<file path="src/verilog/trig_cmd_defines.svh">
`ifndef TRIG_CMD_DEFINES_SVH
`define TRIG_CMD_DEFINES_SVH

// register slots, decoded on wishbone address bits 3:2

// run command port, write byte 0 bits 1:0
`define TRIG_CMD_ADDR_RUNCMD   2'd0
// fwu port, bit 31 picks mark (1) or data (0), byte 0 is the payload
`define TRIG_CMD_ADDR_FWU      2'd1
// control register, bit 0 enables crate pps
`define TRIG_CMD_ADDR_CONTROL  2'd2
// unused slot, acks and does nothing
`define TRIG_CMD_ADDR_RESERVED 2'd3

// link timing

// sysclk cycles per link phase, one command word per phase
`define TRIG_CMD_PHASE_PERIOD  8
// phases per sync group
// sync is high for the last phase period of the group
`define TRIG_CMD_SYNC_PHASES   4

`endif
</file>
<file path="src/verilog/trig_cmd_pkg.sv">
package trig_cmd_pkg;

    // run command field values
    typedef enum logic [1:0] {
        RUN_NOOP  = 2'd0,
        RUN_SYNC  = 2'd1,
        RUN_RESET = 2'd2,
        RUN_STOP  = 2'd3
    } runcmd_e;

    // mode1 field type, only two types are generated here
    typedef enum logic [1:0] {
        MODE1_NOOP     = 2'd0,
        MODE1_FWU_DATA = 2'd3
    } mode1_e;

    // wishbone slave states
    typedef enum logic [1:0] {
        WB_IDLE,
        WB_ISSUE,
        WB_WAIT,
        WB_ACK
    } wb_state_e;

    // link command word, msb first
    typedef struct packed {
        logic        no_msg;
        logic        pps;
        logic [1:0]  rsvd;
        runcmd_e     runcmd;
        mode1_e      mode1_type;
        logic [7:0]  mode1_data;
        logic        trig_valid;
        logic [14:0] trig_addr;
    } cmd_word_t;

    // register block to encoder
    // send bits are single-cycle pulses, the rest are levels
    typedef struct packed {
        logic       send_runcmd;
        logic       send_fwu;
        logic [7:0] hold_data;
        logic       hold_mark;
        logic       en_crate_pps;
    } cmd_req_t;

    // encoder back to register block, single-cycle pulses
    typedef struct packed {
        logic runcmd_done;
        logic fwu_done;
    } cmd_done_t;

    // phase strobe and sync level
    typedef struct packed {
        logic phase;
        logic sync;
    } link_phase_t;

endpackage

</file>
<file path="src/verilog/trig_cmd_top.sv">
`timescale 1ns/1ps

module trig_cmd_top import trig_cmd_pkg::*; (
    input  logic        sysclk_i,
    input  logic        wb_rst_i,
    // wishbone slave
    input  logic        wb_cyc_i,
    input  logic        wb_stb_i,
    input  logic        wb_we_i,
    input  logic [7:0]  wb_adr_i,
    input  logic [3:0]  wb_sel_i,
    input  logic [31:0] wb_dat_i,
    output logic [31:0] wb_dat_o,
    output logic        wb_ack_o,
    // crate pps, already in the sysclk domain
    input  logic        pps_i,
    // trigger stream
    input  logic        s_trig_tvalid_i,
    input  logic [15:0] s_trig_tdata_i,
    output logic        s_trig_tready_o,
    // run control pulses
    output logic        runrst_o,
    output logic        runstop_o,
    // link word and its update strobe
    output cmd_word_t   command_o,
    output logic        phase_o
);

    link_phase_t link;
    cmd_req_t    req;
    cmd_done_t   done;

    trig_cmd_phase_gen phase_gen_inst (
        .sysclk_i (sysclk_i),
        .wb_rst_i (wb_rst_i),
        .link_o   (link)
    );

    trig_cmd_wb_regs wb_regs_inst (
        .sysclk_i (sysclk_i),
        .wb_rst_i (wb_rst_i),
        .wb_cyc_i (wb_cyc_i),
        .wb_stb_i (wb_stb_i),
        .wb_we_i  (wb_we_i),
        .wb_adr_i (wb_adr_i),
        .wb_sel_i (wb_sel_i),
        .wb_dat_i (wb_dat_i),
        .wb_dat_o (wb_dat_o),
        .wb_ack_o (wb_ack_o),
        .done_i   (done),
        .req_o    (req)
    );

    trig_cmd_encoder encoder_inst (
        .sysclk_i        (sysclk_i),
        .wb_rst_i        (wb_rst_i),
        .pps_i           (pps_i),
        .s_trig_tvalid_i (s_trig_tvalid_i),
        .s_trig_tdata_i  (s_trig_tdata_i),
        .req_i           (req),
        .link_i          (link),
        .done_o          (done),
        .s_trig_tready_o (s_trig_tready_o),
        .runrst_o        (runrst_o),
        .runstop_o       (runstop_o),
        .command_o       (command_o)
    );

    // command_o changes in the cycle after this strobe
    assign phase_o = link.phase;

endmodule

</file>
<file path="src/verilog/trig_cmd_encoder.sv">
`timescale 1ns/1ps

module trig_cmd_encoder import trig_cmd_pkg::*; (
    input  logic        sysclk_i,
    input  logic        wb_rst_i,
    input  logic        pps_i,
    input  logic        s_trig_tvalid_i,
    input  logic [15:0] s_trig_tdata_i,
    input  cmd_req_t    req_i,
    input  link_phase_t link_i,
    output cmd_done_t   done_o,
    output logic        s_trig_tready_o,
    output logic        runrst_o,
    output logic        runstop_o,
    output cmd_word_t   command_o
);

    // crate pps, gated by the control bit
    logic crate_pps;

    // runcmd request state
    logic    runcmd_pending;
    runcmd_e runcmd_data;
    // pending and inside a sync interval
    logic    runcmd_emit;
    runcmd_e runcmd_val;

    // fwu request state
    logic       fwu_pending;
    logic       fwu_mark;
    logic [7:0] fwu_data;

    // mode1 field for the next word
    mode1_e     mode1_type;
    logic [7:0] mode1_data;

    cmd_word_t word_d;
    cmd_word_t word_q;

    // runcmds only go out in the sync interval
    assign runcmd_emit = runcmd_pending && link_i.sync;
    assign runcmd_val  = runcmd_emit ? runcmd_data : RUN_NOOP;

    always_comb begin
        if (fwu_pending && !fwu_mark) begin
            mode1_type = MODE1_FWU_DATA;
            mode1_data = fwu_data;
        end else if (fwu_pending) begin
            // a mark rides in a noop field
            // bit 1 flags it, bit 0 carries its value
            mode1_type = MODE1_NOOP;
            mode1_data = {6'd0, 1'b1, fwu_data[0]};
        end else begin
            mode1_type = MODE1_NOOP;
            mode1_data = 8'd0;
        end
    end

    always_comb begin
        word_d.no_msg     = ~(runcmd_emit || fwu_pending || crate_pps);
        word_d.pps        = crate_pps;
        word_d.rsvd       = 2'b00;
        word_d.runcmd     = runcmd_val;
        word_d.mode1_type = mode1_type;
        word_d.mode1_data = mode1_data;
        // trigger is taken in the phase cycle, tdata bit 15 is not carried
        word_d.trig_valid = s_trig_tvalid_i;
        word_d.trig_addr  = s_trig_tdata_i[14:0];
    end

    always_ff @(posedge sysclk_i) begin
        if (wb_rst_i) begin
            crate_pps      <= 1'b0;
            runcmd_pending <= 1'b0;
            fwu_pending    <= 1'b0;
            word_q         <= '0;
        end else begin
            crate_pps <= pps_i && req_i.en_crate_pps;

            // a new request wins over retiring the old one
            if (req_i.send_runcmd) begin
                runcmd_pending <= 1'b1;
            end else if (link_i.phase && link_i.sync) begin
                runcmd_pending <= 1'b0;
            end

            // fwu goes out at the very next phase
            if (req_i.send_fwu) begin
                fwu_pending <= 1'b1;
            end else if (link_i.phase) begin
                fwu_pending <= 1'b0;
            end

            if (link_i.phase) begin
                word_q <= word_d;
            end
        end
    end

    // request payload, only meaningful while pending
    always_ff @(posedge sysclk_i) begin
        if (req_i.send_runcmd) begin
            runcmd_data <= runcmd_e'(req_i.hold_data[1:0]);
        end
        if (req_i.send_fwu) begin
            fwu_mark <= req_i.hold_mark;
            fwu_data <= req_i.hold_data;
        end
    end

    // done in the phase cycle that retires the request
    assign done_o.runcmd_done = runcmd_emit && link_i.phase;
    assign done_o.fwu_done    = fwu_pending && link_i.phase;

    assign s_trig_tready_o = s_trig_tvalid_i && link_i.phase;

    // run pulses line up with the word being loaded
    assign runrst_o  = link_i.phase && (runcmd_val == RUN_RESET);
    assign runstop_o = link_i.phase && (runcmd_val == RUN_STOP);

    assign command_o = word_q;

endmodule

</file>
<file path="src/verilog/trig_cmd_wb_regs.sv">
`timescale 1ns/1ps
`include "trig_cmd_defines.svh"

module trig_cmd_wb_regs import trig_cmd_pkg::*; (
    input  logic        sysclk_i,
    input  logic        wb_rst_i,
    input  logic        wb_cyc_i,
    input  logic        wb_stb_i,
    input  logic        wb_we_i,
    input  logic [7:0]  wb_adr_i,
    input  logic [3:0]  wb_sel_i,
    input  logic [31:0] wb_dat_i,
    output logic [31:0] wb_dat_o,
    output logic        wb_ack_o,
    input  cmd_done_t   done_i,
    output cmd_req_t    req_o
);

    wb_state_e state_q;

    // slot decode from address bits 3:2
    logic adr_runcmd;
    logic adr_fwu;
    logic adr_control;
    logic adr_reserved;

    // bus request seen this cycle
    logic bus_req;

    // byte 0 and bit 31 of the last write
    logic [7:0] dat_hold;
    logic       mark_hold;

    // control bit 0
    logic en_crate_pps;

    assign adr_runcmd   = (wb_adr_i[3:2] == `TRIG_CMD_ADDR_RUNCMD);
    assign adr_fwu      = (wb_adr_i[3:2] == `TRIG_CMD_ADDR_FWU);
    assign adr_control  = (wb_adr_i[3:2] == `TRIG_CMD_ADDR_CONTROL);
    assign adr_reserved = (wb_adr_i[3:2] == `TRIG_CMD_ADDR_RESERVED);

    assign bus_req = wb_cyc_i && wb_stb_i;

    always_ff @(posedge sysclk_i) begin
        if (wb_rst_i) begin
            state_q <= WB_IDLE;
        end else begin
            case (state_q)
                WB_IDLE: begin
                    if (bus_req) begin
                        // control and reserved never go to the link
                        if (adr_control || adr_reserved) begin
                            state_q <= WB_ACK;
                        end else if (wb_we_i && wb_sel_i[0]) begin
                            state_q <= WB_ISSUE;
                        end else begin
                            // reads and byte-0-less writes ack at once
                            state_q <= WB_ACK;
                        end
                    end
                end
                WB_ISSUE: begin
                    state_q <= WB_WAIT;
                end
                WB_WAIT: begin
                    // hold the bus until the encoder retires the request
                    if (done_i.runcmd_done || done_i.fwu_done) begin
                        state_q <= WB_ACK;
                    end
                end
                default: begin
                    state_q <= WB_IDLE;
                end
            endcase
        end
    end

    // control register, written as the ack goes out
    always_ff @(posedge sysclk_i) begin
        if (wb_rst_i) begin
            en_crate_pps <= 1'b0;
        end else if (state_q == WB_ACK && adr_control && wb_we_i && wb_sel_i[0]) begin
            en_crate_pps <= wb_dat_i[0];
        end
    end

    // payload capture on the first cycle of a write
    always_ff @(posedge sysclk_i) begin
        if (state_q == WB_IDLE && bus_req && wb_we_i) begin
            if (wb_sel_i[0]) begin
                dat_hold <= wb_dat_i[7:0];
            end
            if (wb_sel_i[3]) begin
                mark_hold <= wb_dat_i[31];
            end
        end
    end

    // issue pulses, address is still held by the master
    assign req_o.send_runcmd  = (state_q == WB_ISSUE) && adr_runcmd;
    assign req_o.send_fwu     = (state_q == WB_ISSUE) && adr_fwu;
    assign req_o.hold_data    = dat_hold;
    assign req_o.hold_mark    = mark_hold;
    assign req_o.en_crate_pps = en_crate_pps;

    assign wb_ack_o = (state_q == WB_ACK);
    // every slot reads back the control bit
    assign wb_dat_o = {31'd0, en_crate_pps};

endmodule

</file>
<file path="src/verilog/trig_cmd_phase_gen.sv">
`timescale 1ns/1ps
`include "trig_cmd_defines.svh"

module trig_cmd_phase_gen import trig_cmd_pkg::*; (
    input  logic        sysclk_i,
    input  logic        wb_rst_i,
    output link_phase_t link_o
);

    localparam int PERIOD = `TRIG_CMD_PHASE_PERIOD;
    localparam int GROUP  = `TRIG_CMD_SYNC_PHASES;
    localparam int CYC_W  = $clog2(PERIOD);
    localparam int GRP_W  = $clog2(GROUP);

    // cycle position inside the current phase period
    logic [CYC_W-1:0] cyc_cnt;
    // phase position inside the sync group
    logic [GRP_W-1:0] grp_cnt;
    logic             phase;

    // strobe on the last cycle of each period
    // so the first one lands at cycle 7 after reset
    assign phase = (cyc_cnt == CYC_W'(PERIOD - 1));

    always_ff @(posedge sysclk_i) begin
        if (wb_rst_i) begin
            cyc_cnt <= '0;
            grp_cnt <= '0;
        end else begin
            // power-of-two period, counter wraps on its own
            cyc_cnt <= cyc_cnt + 1'b1;
            // advance the group count once per phase
            if (phase) begin
                grp_cnt <= grp_cnt + 1'b1;
            end
        end
    end

    assign link_o.phase = phase;
    // level over the whole last period of the group,
    // covers exactly one strobe in four
    assign link_o.sync = (grp_cnt == GRP_W'(GROUP - 1));

endmodule

</file>
<file path="config.mk">
export PLATFORM = sky130hd
export DESIGN_NAME = trig_cmd_top
export DESIGN_NICKNAME = d
export VERILOG_FILES = /design/src/verilog/trig_cmd_pkg.sv /design/src/verilog/trig_cmd_top.sv /design/src/verilog/trig_cmd_encoder.sv /design/src/verilog/trig_cmd_wb_regs.sv /design/src/verilog/trig_cmd_phase_gen.sv
export VERILOG_INCLUDE_DIRS = /design/src /design/src/verilog
export SDC_FILE = /design/constraint.sdc
export NUM_CORES = 1
export LEC_CHECK = 0
export ABC_CLOCK_PERIOD_IN_PS = 3100
export BUFFER_PORTS_ARGS = -buffer_cell sky130_fd_sc_hd__buf_4
export CORE_UTILIZATION = 46
export CTS_BUF_LIST = sky130_fd_sc_hd__clkbuf_8
export DETAILED_ROUTE_END_ITERATION = 7
export GPL_ROUTABILITY_DRIVEN = 0
export PLACE_DENSITY = 0.82
export RECOVER_POWER = 50
export SLEW_MARGIN = 30
export SYNTH_ARGS = -nofsm -noshare
export SYNTH_HDL_FRONTEND = slang
export SYNTH_HIERARCHICAL = 1
export SYNTH_SLANG_ARGS = --single-unit
</file>
<file path="constraint.sdc">
create_clock -name sysclk_i -period 3.1 [get_ports sysclk_i]
set_clock_uncertainty 0.2 [all_clocks]
set_input_delay 0.465 -clock sysclk_i [delete_from_list [all_inputs] [get_ports sysclk_i]]
set_output_delay 0.465 -clock sysclk_i [all_outputs]
set_load 0.01 [all_outputs]
</file>
# After elaboration in Yosys (flattened, before gate mapping)
# Index checks and enable logic that the tools add are counted.
# word_totals
ram_bits	0
mem_count	0
latch_bits	0
ff_bits	61
romBits	0
elab_cells	77
# op_classes
div_mod_pow	0
shift	0
bitwise	1
mux	13
mul	0
n_eq_ne	12
addsub	2
n_reduce_logical	30
order_cmp	0
# ops
op	n
$logic_and 1x1->1	18
$eq 2x2->1 const B	7
$mux 2	7
$mux 8	1
$pmux 2 s3	1
$reduce_and 2->1	3
$eq 2x1->1 const B	2
$logic_not 2->1	2
$logic_or 1x1->1	4
$mux 1	4
$ne 2x1->1 const B	2
$reduce_bool 2->1	2
$add 3x1->3 const B	1
$eq 3x3->1 const B	1
$add 2x1->2 const B	1
$logic_not 1->1	1
$not 1->1	1

# Depth between registers and ports, before layout
# Gate-level depths: netlist of run 1.
# depth
depth_word	6
depth_mapped	10

# Hierarchy
# The synthesis of run 1 kept the hierarchy.
# by_module_without_submodules
module	n_inst	cells_each	area_per_inst_um2
trig_cmd_encoder	1	141	1636.6
trig_cmd_wb_regs	1	74	758.2
trig_cmd_phase_gen	1	17	200.2

# Least setup slack after synthesis of run 1
# No wires, ideal clock.
# synth_path
kind	register to register
startpoint	register phase_gen_inst.cyc_cnt[0]
endpoint	register wb_regs_inst.state_q[1]
arrival_ns	1.929
setup_time_ns	0.070
setup_slack_ns	0.901
synth_period_minus_slack_ns	2.199
t_required_ns	2.830
path_stages_with_launch	11
path_cell_list	dfxtp_1 > ha_1 > ha_1 > buf_4 > buf_6 > buf_6 > and3_1 > nor2_1 > a22o_1 > or4_1 > a21oi_1
# synth_lines
element	line_no	source
start, declared	trig_cmd_phase_gen.sv:16	logic [CYC_W-1:0] cyc_cnt;
start signal, assigned	trig_cmd_phase_gen.sv:31	cyc_cnt <= cyc_cnt + 1'b1;
end signal, assigned	trig_cmd_wb_regs.sv:46	state_q <= WB_IDLE;
end signal, assigned	trig_cmd_wb_regs.sv:53	state_q <= WB_ACK;
end signal, assigned	trig_cmd_wb_regs.sv:55	state_q <= WB_ISSUE;
end, declared	trig_cmd_wb_regs.sv:19	wb_state_e state_q;

# Worst setup path in the final report of run 1
# layout_path
startpoint	register phase_gen_inst.cyc_cnt[0]
endpoint	output port runrst_o
# layout_between
elab_chain_cells	2
# layout_rtl
element	line_no	source
$eq 3x3->1	trig_cmd_phase_gen.sv:23	assign phase = (cyc_cnt == CYC_W'(PERIOD - 1));
$logic_and 1x1->1	trig_cmd_encoder.sv:118	assign runrst_o = link_i.phase && (runcmd_val == RUN_RESET);
end, declared	trig_cmd_top.sv:22	output logic runrst_o,
# Every way passes these cells.

==> summary.md, run 1 <==
| Metric | Value |
|---|---|
| Status | complete, but fails checks |
| Violated checks | capacitance limit, slew limit |
| Finished Core Util | 0.5855 |
| IO Port Bufs | 70 |
| Post-Route WL | between 4 and 5 mm |
| Synth Flop Type | dfxtp_1 |
| Final setup viols | 0 |
| #FFs+latches synth | 60 |
| Total GRT Usage | 0.1521 |
| Starting density of the core | 0.4924 |
| DR vias | between 1500 and 2000 |
| F_max | between 300 and 400 MHz |
| # Max-Cap Violations | 1 |
| Avg Cell Area, Syn | between 10 and 15 sq um |
| Setup_tns | 0 ps |
| Post-layout nets | between 300 and 400 |
| Congestion Overflow GR | 0 |
| Post-synth EDFFs | 20 |
| Synth cell types | 36 |
| Standard-cell rows | 26 |
| Core ar. | approximately 0.0053 sq mm |
| Synth top area share | 0.3086 |
| Worst Path Required | between 2000 and 2500 ps |
| Hold Path Class | primary input to register |
| Pre-Repair DR Iteration Count | 4 |
| ANT cells | 0 |
| Ranking of synthesized cells by area | dfxtp_1 31%, edfxtp_1 23%, buf_4 11% |
| Worst path most repeated cell | buf_4 |
| CTS Buf Count | 9 |
| Share of cells above drive strength 1 | 0.1881 |
| PwrDens | roughly 620 mW/mm^2 |
| First-pass GRT wire length | approximately 7.0 mm |
| Warnings, synthesis | 6 |
| CTS resizes | 0 |
| Largest net degree at the start of global routing | 42 |
| Post-place instance area | between 0.002 and 0.003 sq mm |
| Actual slew at the worst max-slew pin | ~1700 ps |
| H-tree depth | 3 |
| I/O pin count | around 140 |
| Worst path slowest cell | ha_2 |
| Post-CTS setup buffer count | 0 |
| Worst skew pair latency | between 300 and 400 ps |
| WL per Instance | between 10 and 15 um |
| Post-Syn Area | approximately 0.0026 sq mm |
| # DRC | 0 |
| DRT antenna net count | 0 |
| Critical path peak fanout | 22 |
| Hold slack | roughly 140 ps |
| Fin crit share | 0.8124 |
| Root buffer cell | clkbuf_8 |
| Post-synthesis sequential area ratio | 0.5400 |
| Final instance area | 0.003085 sq mm |
| RSZ-0062 raised after global routing | no |
| CTS tree | yes |
| Syn-to-layout area delta | 18.90% |
| Slew Limit Fails | between 40 and 50 |
| Max stage delay on crit path | approximately 400 ps |
| Chip width | 77.11 um |
| Pleak | between 0.001 and 0.0015 uW |
| Crit start category | register |
| Count leader, synth | dfxtp_1 |
| Final-report hold violation count | 0 |
| WHS Path Cells | 1 |
| Vias/cell | 4.483 |
| CTS sink cnt | 60 |
| Min Tclk post-route | 2518 ps |
| Critical path type | register to primary output |
| Vias in the first global route | about 1500 |
| FILL cells | between 400 and 500 |
| Worst path cell trace | ha_1, ha_2, buf_4, nand4_2, nor2_1, buf_4 |
| Ys async rst share | 0 |
| HPWL Detailed | 3.089 mm |
| Clock Path Buffers | 2 |
| Hold-fix buffers, CTS | 0 |
| Slew headroom | -0.1630 |
| CTS clock-pin slew for the worst setup and hold paths | 70 ps |
| Peak VDD IR | around 0.00032 V |
| Type of destination of the critical path | primary output |
| Die area | about 0.0059 sq mm |
| Cell taking the most area after synthesis | dfxtp_1 |
| Initial antenna violation count | 0 |
| Die height | between 70 and 80 um |
| Commonest cells in the synthesized netlist | 40 x dfxtp_1, 38 x buf_4, 29 x nor2_1, 20 x edfxtp_1, 19 x mux2i_1 |
| Worst reg2reg path depth | 7 |
| WP data arrival | ~1900 ps |
| Syn Inst Count | between 200 and 250 |
| Starting DRT DRC Count | 63 |
metal layers:
layer / global-route usage / vias up / wire [um]
met4: 0.1000 / 0 / 56
met2: 0.2482 / 69 / 2119
li1: - / 842 / -
met5: 0 / - / 0
met3: 0.04048 / 6 / 312
met1: 0.1752 / 755 / 1922
kinds of logic after synthesis:
| family | Yosys count | synth area share |
|---|---|---|
| mux | 19 | 0.07329 |
| simple gates | 71 | 0.1466 |
| fa+ha+maj | 8 | 0.03857 |
| other cells | 2 | 0.002894 |
| flops | 60 | 0.5400 |
| compound gates | 19 | 0.04388 |
| buf+inv | 52 | 0.1514 |
| xor+xnor | 1 | 0.003376 |
layout make-up:
class	count	area, sq um	share of cell area
clock buffers	10	137.6	0.04461
clock inverters	6	103.9	0.03366
inverters	4	15.01	0.004866
multi-input cells	151	919.6	0.2981
flip-flops and latches	60	1401	0.4542
well taps	70	87.58	0.02839
repair buffers	72	420.4	0.1363
state kept, by name, indices dropped and copies added, names as in the netlist, 2 cells and up:
signal                    count
encoder_inst/fwu_data         8
encoder_inst/command_o       29
phase_gen_inst/grp_cnt        2
encoder_inst/runcmd_data      2
wb_regs_inst/dat_hold         8
phase_gen_inst/cyc_cnt        3
wb_regs_inst/state_q          2
worst max-delay path, delay by kind of cell, from the launching register on:
kind	cells	cell delay, ps
buffers and inverters	2	390
adder cells (fa/ha/maj)	2	590
AND/OR/NAND/NOR	2	230
flip-flops	1	330
path summary, 6_finish.rpt:
check	startpoint	to	slack, ps
worst max-delay path	phase_gen_inst/cyc_cnt[0]	runrst_o	580
worst min-delay path	wb_dat_i[6]	wb_regs_inst/dat_hold[6]	140
worst max register to register	phase_gen_inst/cyc_cnt[0]	wb_regs_inst/state_q[1]	740
worst min register to register	phase_gen_inst/cyc_cnt[0]	phase_gen_inst/cyc_cnt[0]	220
placed cells by master, fill, tap and decap left out, types with 2 or more instances in the layout:
cell type  count
conb_1        33
dfxtp_1       40
buf_4         32
nand2_1        7
inv_1          5
nor2_1        29
clkbuf_1      32
nor2b_1        2
clkinv_2       2
clkbuf_4       8
edfxtp_1      20
a21oi_1       13
clkbuf_8      10
nand4b_1       6
nand2b_1      12
mux2i_1       19
nor3b_1        2
ha_1           7
nor3_1         2
and2_1         2
bufinv_16      3
nand3_1        2
through the flow:
step	setup slack [ps]	instances	power [uW]
6_report	581.7	373	1902
5_1_grt	414.8	373	1986
4_1_cts	554.1	373	1932
3_5_place_dp	796.8	357	1088
3_3_place_gp	840.8	357	1075
2_1_floorplan	901.3	263	1051
power by group:
group / leakage (uW) / total, uW / internal (uW) / switching (uW)
clock: 0.000127 / 832 / 550 / 281
sequential: 0.000504 / 875 / 849 / 25.5
combinational: 0.000605 / 196 / 86.7 / 109
total: 0.00124 / 1900 / 1490 / 416
(Power assumes the default switching activity.)
==> inputs of run 2 (changes only) <==
--- a/config.mk
+++ b/config.mk
@@ -6,13 +6,14 @@
 export SDC_FILE = /design/constraint.sdc
 export NUM_CORES = 1
 export LEC_CHECK = 0
-export ABC_CLOCK_PERIOD_IN_PS = 3100
+export ABC_AREA = 1
+export ABC_CLOCK_PERIOD_IN_PS = 2600
 export BUFFER_PORTS_ARGS = -buffer_cell sky130_fd_sc_hd__buf_4
 export CORE_UTILIZATION = 46
 export CTS_BUF_LIST = sky130_fd_sc_hd__clkbuf_8
 export DETAILED_ROUTE_END_ITERATION = 7
 export GPL_ROUTABILITY_DRIVEN = 0
-export PLACE_DENSITY = 0.82
+export PLACE_DENSITY = 0.83
 export RECOVER_POWER = 50
 export SLEW_MARGIN = 30
 export SYNTH_ARGS = -nofsm -noshare
==> constraint.sdc (replaced) <==
create_clock -name sysclk_i -period 2.6 [get_ports sysclk_i]
set_clock_uncertainty 0.2 [all_clocks]
set_input_delay 0.39 -clock sysclk_i [delete_from_list [all_inputs] [get_ports sysclk_i]]
set_output_delay 0.39 -clock sysclk_i [all_outputs]
set_load 0.01 [all_outputs]
==> run 2 against run 1 <==
Compared with the run above: the flow now finishes without violations; critical path depth stayed put; combinational power increased by 25%; synthesized area down 1.9%; die area down 1.9%; final cell count increased by 12%; utilization is essentially flat; setup slack got worse by 120 ps; sequential cell count stayed put; clock power up 6.5%; worst hold slack worse by 81 ps; critical endpoint is now s_trig_tready_o.
==> summary.md, run 2 <==
| Metric | Value |
|---|---|
| First-pass GRT wire length | approximately 7.5 mm |
| Syn-to-layout area delta | 19.81% |
| Critical path type | register to primary output |
| Post-Route WL | 4.598 mm |
| I/O pin count | between 100 and 150 |
| Post-synth EDFFs | 20 |
| Count leader, synth | nor2_1 |
| Actual slew at the worst max-slew pin | about 620 ps |
| Ys async rst share | 0 |
| Slew Limit Fails | 0 |
| PwrDens | around 700 mW/mm^2 |
| CTS tree | yes |
| Hold Path Class | primary input to register |
| Pre-Repair DR Iteration Count | 4 |
| Largest net degree at the start of global routing | 29 |
| Min Tclk post-route | 2143 ps |
| Clock Path Buffers | 2 |
| CTS sink cnt | 60 |
| Crit path buf inv count | 3 |
| Post-Syn Area | between 0.002 and 0.003 sq mm |
| Syn Inst Count | approximately 280 |
| Placed Cells | between 400 and 500 |
| Die height | 76.38 um |
| Congestion Overflow GR | 0 |
| Final-report hold violation count | 0 |
| Share of cells above drive strength 1 | 0.1834 |
| Starting DRT DRC Count | 104 |
| FILL cells | about 490 |
| # DRC | 0 |
| Vias in the first global route | between 1500 and 2000 |
| DRT antenna net count | 0 |
| CTS resizes | 0 |
| RSZ-0062 raised after global routing | no |
| Setup_tns | 0 ps |
| Commonest cells in the synthesized netlist | 51 x nor2_1, 40 x buf_4, 40 x dfxtp_1, 36 x nand2_1, 20 x edfxtp_1 |
| Warnings, synthesis | 6 |
| Status | finished, final reports clean |
| CTS clock-pin slew for the worst setup and hold paths | around 70 ps |
| Hold-fix buffers, CTS | 0 |
| F_max | 466.7 MHz |
| Top Family by Delay on Critical Path | buffers and inverters |
| Starting density of the core | 0.4889 |
| Die area | around 0.0058 sq mm |
| Final setup viols | 0 |
| Worst Path Required | ~2000 ps |
| Root buffer cell | clkbuf_8 |
| IO Port Bufs | 70 |
| Fin crit share | 0.8241 |
| Fin cells | approximately 420 |
| CTS Buf Count | 9 |
| Post-CTS setup buffer count | 0 |
| Vias/cell | around 4.5 |
| Post-layout nets | roughly 420 |
| Standard-cell rows | 26 |
| Chip width | 76.38 um |
| Post-synthesis sequential area ratio | 0.5506 |
| #FFs+latches synth | 60 |
| Total GRT Usage | 0.1630 |
| Max stage delay on crit path | between 300 and 400 ps |
| # Max-Cap Violations | 0 |
| Type of destination of the critical path | primary output |
| Most frequent cells in the layout | 51 x nor2_1, 40 x dfxtp_1, 36 x nand2_1, 33 x conb_1, 33 x buf_4 |
| DR vias | roughly 1900 |
| Worst path slowest cell | dfxtp_1 |
| Cell taking the most area after synthesis | dfxtp_1 |
| Multi-input logic area | 834.6 sq um |
| Number of flip-flops in the largest register | 29 |
| WP data arrival | between 1500 and 2000 ps |
| ANT cells | 0 |
| Core ar. | ~0.0052 sq mm |
| H-tree depth | 3 |
| Synth top area share | 0.3147 |
| Worst skew pair latency | 320 ps |
| Reg area | ~0.0014 sq mm |
| Initial antenna violation count | 0 |
| Crit start category | register |
| Ranking of synthesized cells by area | dfxtp_1 31%, edfxtp_1 24%, buf_4 12% |
| Avg Cell Area, Syn | between 9 and 10 sq um |
| WL per Instance | 10.97 um |
| Peak VDD IR | just over 0.0004 V |
| Synth cell types | 20 |
| Synth Flop Type | dfxtp_1 |
| Most common cell after layout, fill and taps aside | nor2_1 |
| Slew headroom | 0.5836 |
| Pleak | roughly 0.0014 uW |
| HPWL Detailed | approximately 3.4 mm |
| Critical path peak fanout | 21 |
| Worst path cell trace | ha_1, ha_1, buf_4, nand2_1, inv_1, buf_4 |
==> run 2: logic make-up (layout without fill, tap and decap cells) <==
group                      count (synthesis)  count (layout)  synth area share
other                                      2              33          0.002951
AOI/OAI and AO/OA                         35              35           0.07522
adders and majority gates                  8               8           0.03933
DFF                                       60              60            0.5506
and+or+nand+nor                          102             102            0.1647
buffers and inverters                     68             111            0.1672
==> run 2: power by group <==
group	leakage (uW)	total, uW	internal (uW)	switching (uW)
registers	0.000504	1030	1010	22.1
logic	0.000760	245	94.6	150
clock network	0.000105	886	536	351
total	0.00137	2160	1640	523
==> run 2: per-stage QoR <==
| step | instance area [sq um] | utilization | hold WS (ps) | setup WS (ps) | total power (uW) |
|---|---|---|---|---|---|
| 2_1_floorplan | 2661 | - | 194.6 | 736.4 | 1252 |
| 3_3_place_gp | 2954 | 0.5675 | 202.4 | 754.4 | 1289 |
| 3_5_place_dp | 2954 | 0.5675 | 209.0 | 723.6 | 1299 |
| 4_1_cts | 3169 | 0.6089 | 18.32 | 440.1 | 2181 |
| 5_1_grt | 3049 | 0.5858 | 32.46 | 307.4 | 2278 |
| 6_report | 3049 | 0.5858 | 57.58 | 457.2 | 2164 |
==> run 2: worst paths after layout <==
check | startpoint | slack (ps) | cells past startpoint | to
worst max register to register | phase_gen_inst/cyc_cnt[0] | 720 | 10 | wb_regs_inst/state_q[1]
worst min-delay path | wb_dat_i[31] | 60 | 1 | wb_regs_inst/mark_hold
worst max-delay path | phase_gen_inst/cyc_cnt[0] | 460 | 6 | s_trig_tready_o
worst min register to register | wb_regs_inst/dat_hold[5] | 220 | 0 | encoder_inst/fwu_data[5]
==> run 2: worst reg2reg max path, stage by stage (launching register included) <==
cell and delay (ps):
dfxtp_1 310, ha_1 210, ha_1 230, nand2_1 80, clkinv_1 220, nor2_1 210, nand2_1 60, nand2_1 100
nand2_1 60, nand2_1 70, a21oi_2 30
==> run 2: per-layer routing <==
| metal | track usage | wire length (um) | part of all wire | up-vias |
|---|---|---|---|---|
| met1 | 0.1826 | 1977 | 0.43 | 848 |
| met2 | 0.2802 | 2243 | 0.49 | 81 |
| met3 | 0.04551 | 309 | 0.067 | 4 |
| met5 | 0 | 0 | 0 | - |
| li1 | - | - | - | 943 |
| met4 | 0.08654 | 67 | 0.015 | 0 |
==> run 2: layout make-up <==
cell class	count	share of cell area
Clock buffer	9	0.04062
Clock inverter	7	0.02995
Inverter	22	0.02708
Multi-Input combinational cell	178	0.2737
Sequential cell	60	0.4596
Tap cell	70	0.02872
Timing Repair Buffer	73	0.1403
